File: config.mk
export PLATFORM = sky130hd
export DESIGN_NAME = lua_cpu
export DESIGN_NICKNAME = d
export VERILOG_FILES = /design/src/cpu_ctrl_pkg.sv /design/src/lua_isa_pkg.sv /design/src/cpu_ifs.sv /design/src/lua_cpu.sv /design/src/frame_store.sv /design/src/reg_bank.sv /design/src/exec_sequencer.sv /design/src/fetch_unit.sv /design/src/host_cmd.sv
export VERILOG_INCLUDE_DIRS = /design/src /design/src/src
export SDC_FILE = /design/constraint.sdc
export NUM_CORES = 2
export LEC_CHECK = 0
export BUFFER_PORTS_ARGS = -buffer_cell sky130_fd_sc_hd__buf_2
export CORE_MARGIN = 1.5
export CORE_UTILIZATION = 35
export CTS_CLUSTER_DIAMETER = 150
export DETAILED_ROUTE_END_ITERATION = 16
export PLACE_DENSITY = 0.58
export SETUP_SLACK_MARGIN = 0.02
export SLEW_MARGIN = 10
export SYNTH_ARGS = -nofsm -noshare
export SYNTH_HDL_FRONTEND = slang
export SYNTH_SLANG_ARGS = --single-unit
File: constraint.sdc
create_clock -name clk -period 94.5 [get_ports clk]
set_clock_uncertainty 0.15 [all_clocks]
set_input_delay 14.175 -clock clk [delete_from_list [all_inputs] [get_ports clk]]
set_output_delay 14.175 -clock clk [all_outputs]
set_load 0.02 [all_outputs]
File: src/cpu_macros.svh
`ifndef CPU_MACROS_SVH
`define CPU_MACROS_SVH
`define WORD_W 32
`define TTAG_W 5
`define REG_CNT 32
`define REG_IDX_W 5
`define TVALUE_SHIFT 3
`define SAVEDPC_OFFSET 20
`define PC_STEP 4
`define TAG_OFFSET 4
`endif
File: src/cpu_ctrl_pkg.sv
package cpu_ctrl_pkg;

	typedef enum logic [1:0] {
		run       = 2'd0,
		load_reg  = 2'd1,
		load_tt   = 2'd2,
		load_base = 2'd3
	} host_cmd_e;

	typedef enum logic [2:0] {
		idle, fetch_pc, fetch_instr, exec, store_pc, store_regs, finish
	} ex_state_e;

endpackage

File: src/lua_isa_pkg.sv
`include "cpu_macros.svh"

package lua_isa_pkg;

	typedef logic [`WORD_W-1:0] word_t;
	typedef logic [`TTAG_W-1:0] ttag_t;
	typedef logic [`REG_IDX_W-1:0] reg_idx_t;

	// lua 5.3 opcode order
	typedef enum logic [5:0] {
		op_move, op_loadk, op_loadkx, op_loadbool, op_loadnil, op_getupval,
		op_gettabup, op_gettable, op_settabup, op_setupval, op_settable, op_newtable,
		op_self, op_add, op_sub, op_mul, op_mod, op_pow,
		op_div, op_idiv, op_band, op_bor, op_bxor, op_shl,
		op_shr, op_unm, op_bnot, op_not, op_len, op_concat,
		op_jmp, op_eq, op_lt, op_le, op_test, op_testset,
		op_call, op_tailcall, op_return, op_forloop, op_forprep, op_tforcall,
		op_tforloop, op_setlist, op_closure, op_vararg, op_extraarg
	} opcode_e;

	typedef struct packed {
		logic [8:0] hi;	// C or upper Bx bits
		logic [8:0] b;
		logic [7:0] a;
		opcode_e    op;
	} instr_t;

endpackage

File: src/cpu_ifs.sv
`timescale 1ns/1ps

interface mem_if;
	lua_isa_pkg::word_t address;
	lua_isa_pkg::word_t writedata;
	logic               read;
	logic               write;
	lua_isa_pkg::word_t readdata;
	logic               waitrequest;

	modport requester(output address, writedata, read, write, input readdata, waitrequest);
	modport responder(input address, writedata, read, write, output readdata, waitrequest);
endinterface

interface reg_write_if;
	lua_isa_pkg::reg_idx_t idx;
	lua_isa_pkg::word_t    data;
	lua_isa_pkg::ttag_t    tag;
	logic                  data_en;
	logic                  tag_en;

	modport source(output idx, data, tag, data_en, tag_en);
	modport sink(input idx, data, tag, data_en, tag_en);
endinterface

File: src/lua_cpu.sv
`timescale 1ns/1ps
`include "cpu_macros.svh"

module lua_cpu (
	input  logic              clk,
	input  logic              rst,
	input  logic              start,
	input  logic [1:0]        n,
	input  logic [`WORD_W-1:0] dataa,
	input  logic [`WORD_W-1:0] datab,
	output logic [`WORD_W-1:0] result,
	output logic              done,
	output logic [`WORD_W-1:0] address,
	output logic [`WORD_W-1:0] writedata,
	output logic              read,
	output logic              write,
	input  logic [`WORD_W-1:0] readdata,
	input  logic              waitrequest
);
	mem_if       fetch_bus();
	reg_write_if host_wr();

	logic                    cmd_valid;
	cpu_ctrl_pkg::host_cmd_e cmd_kind;
	lua_isa_pkg::word_t      base;
	lua_isa_pkg::word_t      ci;
	logic                    fetch_pc;
	logic                    fetch_instr;
	logic                    store_pc;
	logic                    store_regs;
	logic                    pc_done;
	logic                    ir_done;
	logic                    store_done;
	lua_isa_pkg::instr_t     instr;
	lua_isa_pkg::reg_idx_t   rd_idx_b;
	lua_isa_pkg::reg_idx_t   rd_idx_c;
	lua_isa_pkg::reg_idx_t   wr_idx;
	lua_isa_pkg::word_t      wr_val;
	lua_isa_pkg::ttag_t      wr_tag;
	logic                    wr_val_en;
	logic                    wr_tag_en;
	lua_isa_pkg::word_t      rd_val_b;
	lua_isa_pkg::word_t      rd_val_c;
	lua_isa_pkg::ttag_t      rd_tag_b;
	lua_isa_pkg::ttag_t      rd_tag_c;

	assign result = lua_isa_pkg::word_t'(instr);	// last fetched word

	host_cmd i_host_cmd (.clk, .rst, .start, .n(cpu_ctrl_pkg::host_cmd_e'(n)), .dataa, .datab,
		.cmd_valid, .cmd_kind, .base, .ci, .wr(host_wr));

	fetch_unit i_fetch_unit (.clk, .rst, .ci, .fetch_pc, .fetch_instr, .store_pc,
		.pc_done, .ir_done, .instr, .mem(fetch_bus));

	exec_sequencer i_exec_sequencer (.clk, .rst, .cmd_valid, .cmd_kind, .pc_done, .ir_done,
		.store_done, .instr, .host_wr, .rd_val_b, .rd_tag_b, .fetch_pc, .fetch_instr,
		.store_pc, .store_regs, .rd_idx_b, .wr_idx, .wr_val, .wr_tag, .wr_val_en,
		.wr_tag_en, .done);

	reg_bank #(.entry_t(lua_isa_pkg::word_t)) i_val_bank (.clk, .rst, .wr_idx,
		.wr_data(wr_val), .wr_en(wr_val_en), .rd_idx_b, .rd_idx_c,
		.rd_data_b(rd_val_b), .rd_data_c(rd_val_c));

	reg_bank #(.entry_t(lua_isa_pkg::ttag_t)) i_tag_bank (.clk, .rst, .wr_idx,
		.wr_data(wr_tag), .wr_en(wr_tag_en), .rd_idx_b, .rd_idx_c,
		.rd_data_b(rd_tag_b), .rd_data_c(rd_tag_c));

	frame_store i_frame_store (.clk, .rst, .store_regs, .base, .rd_val_c, .rd_tag_c,
		.fetch_mem(fetch_bus), .rd_idx_c, .store_done, .address, .writedata, .read, .write,
		.readdata, .waitrequest);
endmodule

File: src/frame_store.sv
`timescale 1ns/1ps
`include "cpu_macros.svh"

module frame_store (
	input  logic                  clk,
	input  logic                  rst,
	input  logic                  store_regs,
	input  lua_isa_pkg::word_t    base,
	input  lua_isa_pkg::word_t    rd_val_c,
	input  lua_isa_pkg::ttag_t    rd_tag_c,
	mem_if.responder              fetch_mem,
	output lua_isa_pkg::reg_idx_t rd_idx_c,
	output logic                  store_done,
	output lua_isa_pkg::word_t    address,
	output lua_isa_pkg::word_t    writedata,
	output logic                  read,
	output logic                  write,
	input  lua_isa_pkg::word_t    readdata,
	input  logic                  waitrequest
);
	logic                  busy;
	logic                  phase;	// 0 value, 1 tag
	lua_isa_pkg::reg_idx_t cnt;
	lua_isa_pkg::word_t    slot_addr;

	assign slot_addr = base + (lua_isa_pkg::word_t'(cnt) << `TVALUE_SHIFT)
		+ (phase ? lua_isa_pkg::word_t'(`TAG_OFFSET) : '0);
	assign rd_idx_c = cnt;

	assign address = busy ? slot_addr : fetch_mem.address;
	assign writedata = busy ? (phase ? lua_isa_pkg::word_t'(rd_tag_c) : rd_val_c)
		: fetch_mem.writedata;
	assign read = !busy && fetch_mem.read;
	assign write = busy || fetch_mem.write;
	assign fetch_mem.readdata = readdata;
	assign fetch_mem.waitrequest = waitrequest || busy;	// stall fetch while storing

	always_ff @(posedge clk or posedge rst) begin
		if (rst) begin
			busy <= 1'b0;
			phase <= 1'b0;
			cnt <= '0;
			store_done <= 1'b0;
		end else begin
			store_done <= 1'b0;
			if (!busy) begin
				if (store_regs && !store_done) begin
					busy <= 1'b1;
					phase <= 1'b0;
					cnt <= '0;
				end
			end else if (!waitrequest) begin
				phase <= !phase;
				if (phase) begin
					cnt <= cnt + 1'b1;
					if (cnt == lua_isa_pkg::reg_idx_t'(`REG_CNT - 1)) begin
						busy <= 1'b0;
						store_done <= 1'b1;
					end
				end
			end
		end
	end

	a_no_rw: assert property (@(posedge clk) disable iff (rst) !(read && write));
endmodule

File: src/reg_bank.sv
`timescale 1ns/1ps
`include "cpu_macros.svh"

module reg_bank #(
	parameter type entry_t = lua_isa_pkg::word_t
) (
	input  logic                  clk,
	input  logic                  rst,
	input  lua_isa_pkg::reg_idx_t wr_idx,
	input  entry_t                wr_data,
	input  logic                  wr_en,
	input  lua_isa_pkg::reg_idx_t rd_idx_b,
	input  lua_isa_pkg::reg_idx_t rd_idx_c,
	output entry_t                rd_data_b,
	output entry_t                rd_data_c
);
	entry_t regs [`REG_CNT];

	always_ff @(posedge clk or posedge rst) begin
		if (rst) begin
			for (int i = 0; i < `REG_CNT; i++)
				regs[i] <= '0;	// nil / zero
		end else if (wr_en) begin
			regs[wr_idx] <= wr_data;
		end
	end

	assign rd_data_b = regs[rd_idx_b];	// exec operand
	assign rd_data_c = regs[rd_idx_c];	// writeback
endmodule

File: src/exec_sequencer.sv
`timescale 1ns/1ps
`include "cpu_macros.svh"

module exec_sequencer (
	input  logic                    clk,
	input  logic                    rst,
	input  logic                    cmd_valid,
	input  cpu_ctrl_pkg::host_cmd_e cmd_kind,
	input  logic                    pc_done,
	input  logic                    ir_done,
	input  logic                    store_done,
	input  lua_isa_pkg::instr_t     instr,
	reg_write_if.sink               host_wr,
	input  lua_isa_pkg::word_t      rd_val_b,
	input  lua_isa_pkg::ttag_t      rd_tag_b,
	output logic                    fetch_pc,
	output logic                    fetch_instr,
	output logic                    store_pc,
	output logic                    store_regs,
	output lua_isa_pkg::reg_idx_t   rd_idx_b,
	output lua_isa_pkg::reg_idx_t   wr_idx,
	output lua_isa_pkg::word_t      wr_val,
	output lua_isa_pkg::ttag_t      wr_tag,
	output logic                    wr_val_en,
	output logic                    wr_tag_en,
	output logic                    done
);
	cpu_ctrl_pkg::ex_state_e state;
	logic                    is_move;
	logic                    move_wr;

	assign is_move = instr.op == lua_isa_pkg::op_move;
	assign move_wr = state == cpu_ctrl_pkg::exec && is_move;

	always_ff @(posedge clk or posedge rst) begin
		if (rst) begin
			state <= cpu_ctrl_pkg::idle;
		end else begin
			case (state)
				cpu_ctrl_pkg::idle: begin
					if (cmd_valid)
						state <= cmd_kind == cpu_ctrl_pkg::run ? cpu_ctrl_pkg::fetch_pc
							: cpu_ctrl_pkg::finish;	// loads already written
				end
				cpu_ctrl_pkg::fetch_pc: begin
					if (pc_done)
						state <= cpu_ctrl_pkg::fetch_instr;
				end
				cpu_ctrl_pkg::fetch_instr: begin
					if (ir_done)
						state <= cpu_ctrl_pkg::exec;
				end
				cpu_ctrl_pkg::exec: begin
					state <= is_move ? cpu_ctrl_pkg::fetch_instr : cpu_ctrl_pkg::store_pc;
				end
				cpu_ctrl_pkg::store_pc: begin
					if (pc_done)
						state <= cpu_ctrl_pkg::store_regs;
				end
				cpu_ctrl_pkg::store_regs: begin
					if (store_done)
						state <= cpu_ctrl_pkg::finish;
				end
				default: state <= cpu_ctrl_pkg::idle;
			endcase
		end
	end

	assign fetch_pc = state == cpu_ctrl_pkg::fetch_pc;
	assign fetch_instr = state == cpu_ctrl_pkg::fetch_instr;
	assign store_pc = state == cpu_ctrl_pkg::store_pc;
	assign store_regs = state == cpu_ctrl_pkg::store_regs;
	assign done = state == cpu_ctrl_pkg::finish;

	// R[A] <- R[B] with host loads on the same port
	assign rd_idx_b = instr.b[`REG_IDX_W-1:0];
	assign wr_idx = move_wr ? instr.a[`REG_IDX_W-1:0] : host_wr.idx;
	assign wr_val = move_wr ? rd_val_b : host_wr.data;
	assign wr_tag = move_wr ? rd_tag_b : host_wr.tag;
	assign wr_val_en = move_wr || host_wr.data_en;
	assign wr_tag_en = move_wr || host_wr.tag_en;

	a_host_idle: assert property (@(posedge clk) disable iff (rst)
		(host_wr.data_en || host_wr.tag_en) |-> state == cpu_ctrl_pkg::idle);
endmodule

File: src/fetch_unit.sv
`timescale 1ns/1ps
`include "cpu_macros.svh"

module fetch_unit (
	input  logic                clk,
	input  logic                rst,
	input  lua_isa_pkg::word_t  ci,
	input  logic                fetch_pc,
	input  logic                fetch_instr,
	input  logic                store_pc,
	output logic                pc_done,
	output logic                ir_done,
	output lua_isa_pkg::instr_t instr,
	mem_if.requester            mem
);
	lua_isa_pkg::word_t pc;
	lua_isa_pkg::word_t savedpc_addr;
	logic               pc_rd;
	logic               pc_req;
	logic               ir_req;
	logic               xfer;

	assign savedpc_addr = ci + lua_isa_pkg::word_t'(`SAVEDPC_OFFSET);

	// request drops in the done cycle
	assign pc_rd = fetch_pc && !pc_done;
	assign pc_req = (fetch_pc || store_pc) && !pc_done;
	assign ir_req = fetch_instr && !ir_done;
	assign xfer = !mem.waitrequest;

	assign mem.address = pc_req ? savedpc_addr : pc;
	assign mem.writedata = pc;
	assign mem.read = pc_rd || ir_req;
	assign mem.write = store_pc && !pc_done;

	always_ff @(posedge clk or posedge rst) begin
		if (rst) begin
			pc <= '0;
			instr <= '0;
			pc_done <= 1'b0;
			ir_done <= 1'b0;
		end else begin
			pc_done <= pc_req && xfer;
			ir_done <= ir_req && xfer;
			if (pc_rd && xfer) begin
				pc <= mem.readdata;	// saved pc from frame
			end else if (ir_req && xfer) begin
				pc <= pc + lua_isa_pkg::word_t'(`PC_STEP);
				instr <= lua_isa_pkg::instr_t'(mem.readdata);
			end
		end
	end

	a_one_req: assert property (@(posedge clk) disable iff (rst) !(pc_req && ir_req));
endmodule

File: src/host_cmd.sv
`timescale 1ns/1ps
`include "cpu_macros.svh"

module host_cmd (
	input  logic                   clk,
	input  logic                   rst,
	input  logic                   start,
	input  cpu_ctrl_pkg::host_cmd_e n,
	input  lua_isa_pkg::word_t     dataa,
	input  lua_isa_pkg::word_t     datab,
	output logic                   cmd_valid,
	output cpu_ctrl_pkg::host_cmd_e cmd_kind,
	output lua_isa_pkg::word_t     base,
	output lua_isa_pkg::word_t     ci,
	reg_write_if.source            wr
);
	lua_isa_pkg::word_t slot_idx;
	logic               in_range;

	assign slot_idx = (dataa - base) >> `TVALUE_SHIFT;	// byte offset to slot
	assign in_range = slot_idx < lua_isa_pkg::word_t'(`REG_CNT);

	always_ff @(posedge clk or posedge rst) begin
		if (rst) begin
			cmd_valid <= 1'b0;
			cmd_kind <= cpu_ctrl_pkg::run;
			base <= '0;
			ci <= '0;
			wr.data_en <= 1'b0;
			wr.tag_en <= 1'b0;
		end else begin
			cmd_valid <= start;
			wr.data_en <= start && n == cpu_ctrl_pkg::load_reg && in_range;
			wr.tag_en <= start && n == cpu_ctrl_pkg::load_tt && in_range;
			if (start) begin
				cmd_kind <= n;
				if (n == cpu_ctrl_pkg::run)
					ci <= datab;
				if (n == cpu_ctrl_pkg::load_base)
					base <= dataa;
			end
		end
	end

	always_ff @(posedge clk) begin
		if (start) begin
			wr.idx <= slot_idx[`REG_IDX_W-1:0];
			wr.data <= datab;
			wr.tag <= datab[`TTAG_W-1:0];	// tag in low bits
		end
	end
endmodule

## After elaboration in Yosys (flattened, before gate mapping)

Index checks and enable logic that the tools add are counted.

- Output and inout port bits: 99
- Register bits: 1,372

- Reductions and logical operators: 39
- Add/sub/neg operators: 6
- Mux-type cells: 52
- Magnitude comparators: 5
- Equality and inequality tests: 17
- Bitwise logic cells: 4

Operators by type and width:

| kind | count |
|---|---|
| $bwmux 1024 | 1 |
| $mux 32 | 12 |
| $bmux 32 s5 | 2 |
| $bwmux 160 | 1 |
| $demux 32 s5 | 1 |
| $mux 5 | 11 |
| $bmux 5 s5 | 2 |
| $add 32x3->32 const B | 1 |
| $add 32x32->32 | 1 |
| $add 32x5->32 const B | 1 |
| $add 32x8->32 | 1 |
| $sub 32x32->32 | 1 |
| $lt 29x6->1 const B | 1 |
| $demux 5 s5 | 1 |
| $mux 3 | 8 |
| $ge 6x6->1 const B | 3 |
| $not 5->6 | 3 |
| $pmux 3 s6 | 1 |
| $logic_and 1x1->1 | 15 |
| $ne 2x2->1 const B | 7 |
| $mux 1 | 12 |
| $eq 3x3->1 const B | 3 |
| $reduce_and 2->1 | 4 |
| $eq 3x2->1 const B | 2 |
| other kinds (15) | 28 |

## Logic depth before layout (Yosys ltp)

- Depth after elaboration: 9
- Mapped depth: 15

## By module

A second synthesis with hierarchy kept.

- Cell total of the unflattened synthesis: 6,510
- Area, all modules: 77,784.6 µm²

Modules (own cells, without submodules):

| module | cells each | sequential area each (µm²) | instances | area each (µm²) |
|---|---|---|---|---|
| reg_bank at i_val_bank | 4,606 | 25,624.6 | 1 | 56,221.4 |
| reg_bank at i_tag_bank | 516 | 4,003.8 | 1 | 8,568.2 |
| host_cmd | 502 | 2,837.7 | 1 | 5,738.0 |
| fetch_unit | 513 | 1,651.6 | 1 | 4,156.5 |
| frame_store | 289 | 200.2 | 1 | 2,103.3 |
| exec_sequencer | 84 | 75.1 | 1 | 997.2 |

## Worst setup path before layout

Ideal clock, no wire load.

- Path kind: reg2out
- From: register i_frame_store.cnt[0], in the netlist i_frame_store.rd_idx_c[0]
- To: output address[28]
- Buffers on the path: 4
- Arrival time: 3.688 ns
- Stages on the path, launching flop included: 16
- Path slack: 76.487 ns
- Path through: dfrtp_1 > buf_2 > buf_2 > buf_2 > buf_2 > inv_1 > fa_1 > nor2b_1 > o21ai_0 > a21oi_1 > o21a_1 > o21ai_1 > nor3_1 > nand3_1 > xnor2_1 > o21ai_0

- Cells in the longest elaborated chain, start to end: 3

Ends and longest elaborated chain:

| item | RTL line | source |
|---|---|---|
| start, declared | frame_store.sv:23 | `lua_isa_pkg::reg_idx_t cnt;` |
| start signal, assigned | frame_store.sv:55 | `cnt <= cnt + 1'b1;` |
| $add 32x8->32 | frame_store.sv:26 | `` assign slot_addr = base + (lua_isa_pkg::word_t'(cnt) << `TVALUE_SHIFT) `` |
| $add 32x32->32 | frame_store.sv:26 |  |
| $mux 32 | frame_store.sv:30 | `assign address = busy ? slot_addr : fetch_mem.address;` |
| end, declared | lua_cpu.sv:13 | `` output logic [`WORD_W-1:0] address, `` |

No other way between the ends.

## Final worst setup path

- From: register i_frame_store.cnt[1], in the netlist i_frame_store.rd_idx_c[1]
- To: output writedata[15]

- Cells in the longest elaborated chain, start to end: 6

Ends and longest elaborated chain:

| item | RTL line | source |
|---|---|---|
| $not 5->6 (implied by the code) | reg_bank.sv:29 | `assign rd_data_c = regs[rd_idx_c];` |
| $bmux 32 s5 | reg_bank.sv:29 |  |
| $mux 32 (implied by the code) (2 in series) | reg_bank.sv:29 |  |
| $mux 32 (2 in series) | frame_store.sv:31 | `assign writedata = busy ? (phase ? lua_isa_pkg::word_t'(rd_tag_c) : rd_val_c)` |
| end, declared | lua_cpu.sv:14 | `` output logic [`WORD_W-1:0] writedata, `` |

No other way between the ends. The select of a mux whose other input is x is not followed.

==> reports/qor.txt <==
Number of H-tree levels: 4
Max incr delay on CP: 0.91 ns
CTS Hold Bufs: 0
Root buf cell: clkbuf_16
Slowest CP cell: buf_4
Mapped cell area: 74300 µm²
Initial DRC count: 4430
Fin Hold WS: 0.323 ns
Reg2Reg Capture Point: i_val_bank.regs[965]$_DFFE_PP0P_
Fraction of registers with async set/reset: 97.3%
Vias in the first global route: 48400
First-pass GRT wire length: 353 mm
Vias post-DR: 47600
Share of layout cells above drive strength 1: 50.9%
Gr usage total: 22.4%
Actual slew at the worst max-slew pin: 1.19 ns
Nets@finish: 5176
Share of the synthesized area in the top cell type: 44.8%
Layout Area Growth over Synthesis: 11.7%
Crit path required time: 80.17 ns
Max-cap viol count: 0
Drt drc: 0
Syn Nets: 5172
Worst-Skew Late Latency: 0.82 ns
Setup_tns: 0 ns
# rows: 168
Worst VDD drop: 23.6 µV
Post-Synthesis Cells: 5029
Final HPWL DP: 143 mm
RSZ-0062 raised after global routing: no
Number of synthesized flops with an enable pin: 37
Fmax achieved: 48.1 MHz
Met1 wire length: 102 mm
Ys flop type: dfrtp_1
CP delay by family, top: buffers and inverters
Core Region: 210000 µm²
Initial antenna violation count: 9
Final hold violation count: 0
Crit path time final: 20.81 ns
Cell area after layout: 83100 µm²
Max Used Layer: met5
CTS tree: built
I/O Buffers: 200
Register area share after synthesis: 46.3%
Cell depth of the worst setup path: 8
Cell variety after synth: 76
Status: completed
Metal3 WL: 14.9 mm
DR WL/cell: 30.4 µm
Critical Path Start: i_frame_store.rd_idx_c[1]$_DFFE_PP0P_
Worst-path clk slew: 0.06 ns
Routed Antenna Nets: 0
PwrDens: 20.0 nW/µm²
HP Class: register to register
Reg2Reg Launch Point: i_fetch_unit.instr[14]$_DFFE_PP0P_
Critical path peak fanout: 144
Die height: 464 µm
Crit path launch type: register
R2R depth: 9
Critical path arrival: 6.48 ns
TritonCTS Buffers: 149
Avg Inst Size Synth: 14.8 µm²
CP endpoint kind: primary output
CTS max path bufs: 3
CP bufs+invs: 4
Rel. slew slack: 20.2%
Final worst-path cycle share: 22.0%
Synth warn: 0
CP cell instances: buf_4 -> buf_12 -> buf_4 -> mux4_2 -> mux4_2 -> mux2i_1 -> o22ai_1 -> buf_2
# setup viols final: 0
Starting density of the core: 35.3%
Leak Pwr: 36.9 nW
Clock Sinks: 1367
Pins Over Slew Limit: 0
CP Class: register to primary output
I/O pin cnt: 201
Vias per inst: 5.98
Final WL: 242 mm
Pre-antenna DRT Iters: 7
Cell type with the largest total area after synthesis: dfrtp_1
Die X: 464 µm
GR Overflow Total: 0
Largest net degree at the start of global routing: 173
Final Core Density: 39.5%
CP endpoint: writedata[15]
Placement-stage cell area: 78200 µm²
Post_cts resized: 0
Global placement routability congestion: 0.913
Ranking of synthesized cells by area: dfrtp_1 45%, mux4_2 23%, mux2_2 19%
Metal2 WL: 114 mm
Die ar.: 215000 µm²
# Post-CTS Setup Buffers: 0
Reg2Reg Setup Slack: 88.90 ns
Synth Register Bits: 1367
[layout make-up]
cell class | count | area [µm²]
fillers | 19400 | 127000
multi-input cells | 3127 | 38000
flip-flops and latches | 1367 | 34400
clock buffers | 218 | 4320
well taps | 2805 | 3510
repair buffers | 313 | 1960
clock inverters | 52 | 509
inverters | 75 | 289
diodes | 8 | 20.0
[worst min-delay path, cell delays in order (launching register included)]
cell and delay, ns:
dfrtp_1 0.34, nand2_1 0.05, nand2_1 0.06
[worst min path at each step]
stage                                                    start                                          to  slack [ns]  cells past startpoint
global placement            i_fetch_unit.instr[30]$_DFFE_PP0P_          i_fetch_unit.instr[30]$_DFFE_PP0P_        0.30                      2
CTS                         i_fetch_unit.instr[26]$_DFFE_PP0P_          i_fetch_unit.instr[26]$_DFFE_PP0P_        0.33                      2
finish                      i_fetch_unit.instr[25]$_DFFE_PP0P_          i_fetch_unit.instr[25]$_DFFE_PP0P_        0.32                      2
detailed placement          i_fetch_unit.instr[30]$_DFFE_PP0P_          i_fetch_unit.instr[30]$_DFFE_PP0P_        0.31                      2
global route                i_fetch_unit.instr[13]$_DFFE_PP0P_          i_fetch_unit.instr[13]$_DFFE_PP0P_        0.35                      2
floorplan           i_fetch_unit.mem.writedata[30]$_DFFE_PP0P_  i_fetch_unit.mem.writedata[30]$_DFFE_PP0P_        0.33                      1
[layer usage]
layer | GRT usage [%] | vias to the layer above
li1 | - | 19400
met1 | 30.4 | 26000
met2 | 35.6 | 1731
met3 | 3.97 | 452
met4 | 9.33 | 4
met5 | 0 | -
[cell usage in the layout, fill, tap and decap left out, types with 20 or more instances in the layout]
cell type and instances:
clkbuf_1 38, mux2_2 1255, nor3_1 27, clkinv_2 26, mux4_2 745, xor2_1 21, o21ai_1 30, clkbuf_16 151
xnor2_1 52, clkbuf_8 29, and3_1 20, a21oi_1 94, buf_2 200, nand3_1 51, dfrtp_1 1319, inv_1 72
nand2_1 229, mux2i_1 73, ha_1 40, nor2_1 119, nand4_1 22, buf_4 104, o21ai_0 77, edfxtp_1 37
o22ai_1 25
[cell families (layout without fill, tap and decap cells)]
| group | after synthesis | count (layout) | synth area share (%) |
|---|---|---|---|
| AO/OA/AOI/OAI | 353 | 353 | 2.92 |
| multiplexers | 2073 | 2073 | 42.6 |
| AND/OR/NAND/NOR | 587 | 587 | 3.62 |
| flip-flops | 1367 | 1367 | 46.3 |
| buffers and inverters | 535 | 658 | 3.09 |
| XOR/XNOR | 73 | 73 | 0.860 |
| other | 0 | 8 | 0 |
| adder cells (fa/ha/maj) | 41 | 41 | 0.700 |
[registers in the layout (all words and copies together), names as in the netlist, 28 cells and up]
signal,count
i_val_bank.regs,1024
i_fetch_unit.instr,32
i_fetch_unit.mem.writedata,32
i_host_cmd.base,32
i_host_cmd.wr.data,28
i_host_cmd.ci,32
i_tag_bank.regs,160
[power breakdown]
part | leakage [nW] | total [mW] | switching [mW] | internal [mW]
Clock | 2.38 | 0.589 | 0.252 | 0.337
Combinational | 15.9 | 0.397 | 0.229 | 0.168
Sequential | 18.6 | 0.675 | 0.0519 | 0.623
[metrics by stage]
step	total power, mW	std cells	setup slack, ns
floorplan	0.954	5029	42.68
global placement	1.08	7687	74.79
detailed placement	1.08	7687	74.71
CTS	1.67	7957	73.84
global route	1.72	7959	73.71
finish	1.66	7965	73.69
[cells in the mapped netlist (30+ instances only)]
cell and number:
dfrtp_1 1330, mux2_2 1255, mux4_2 745, clkbuf_1 240, nand2_1 238, buf_2 158, nor2_1 134, a21oi_1 104
o21ai_0 77, inv_1 74, mux2i_1 73, nand3_1 54, xnor2_1 52, buf_1 41, ha_1 40, edfxtp_1 37
o21ai_1 36, nor3_1 30
Power figures use the tool's default switching activity.
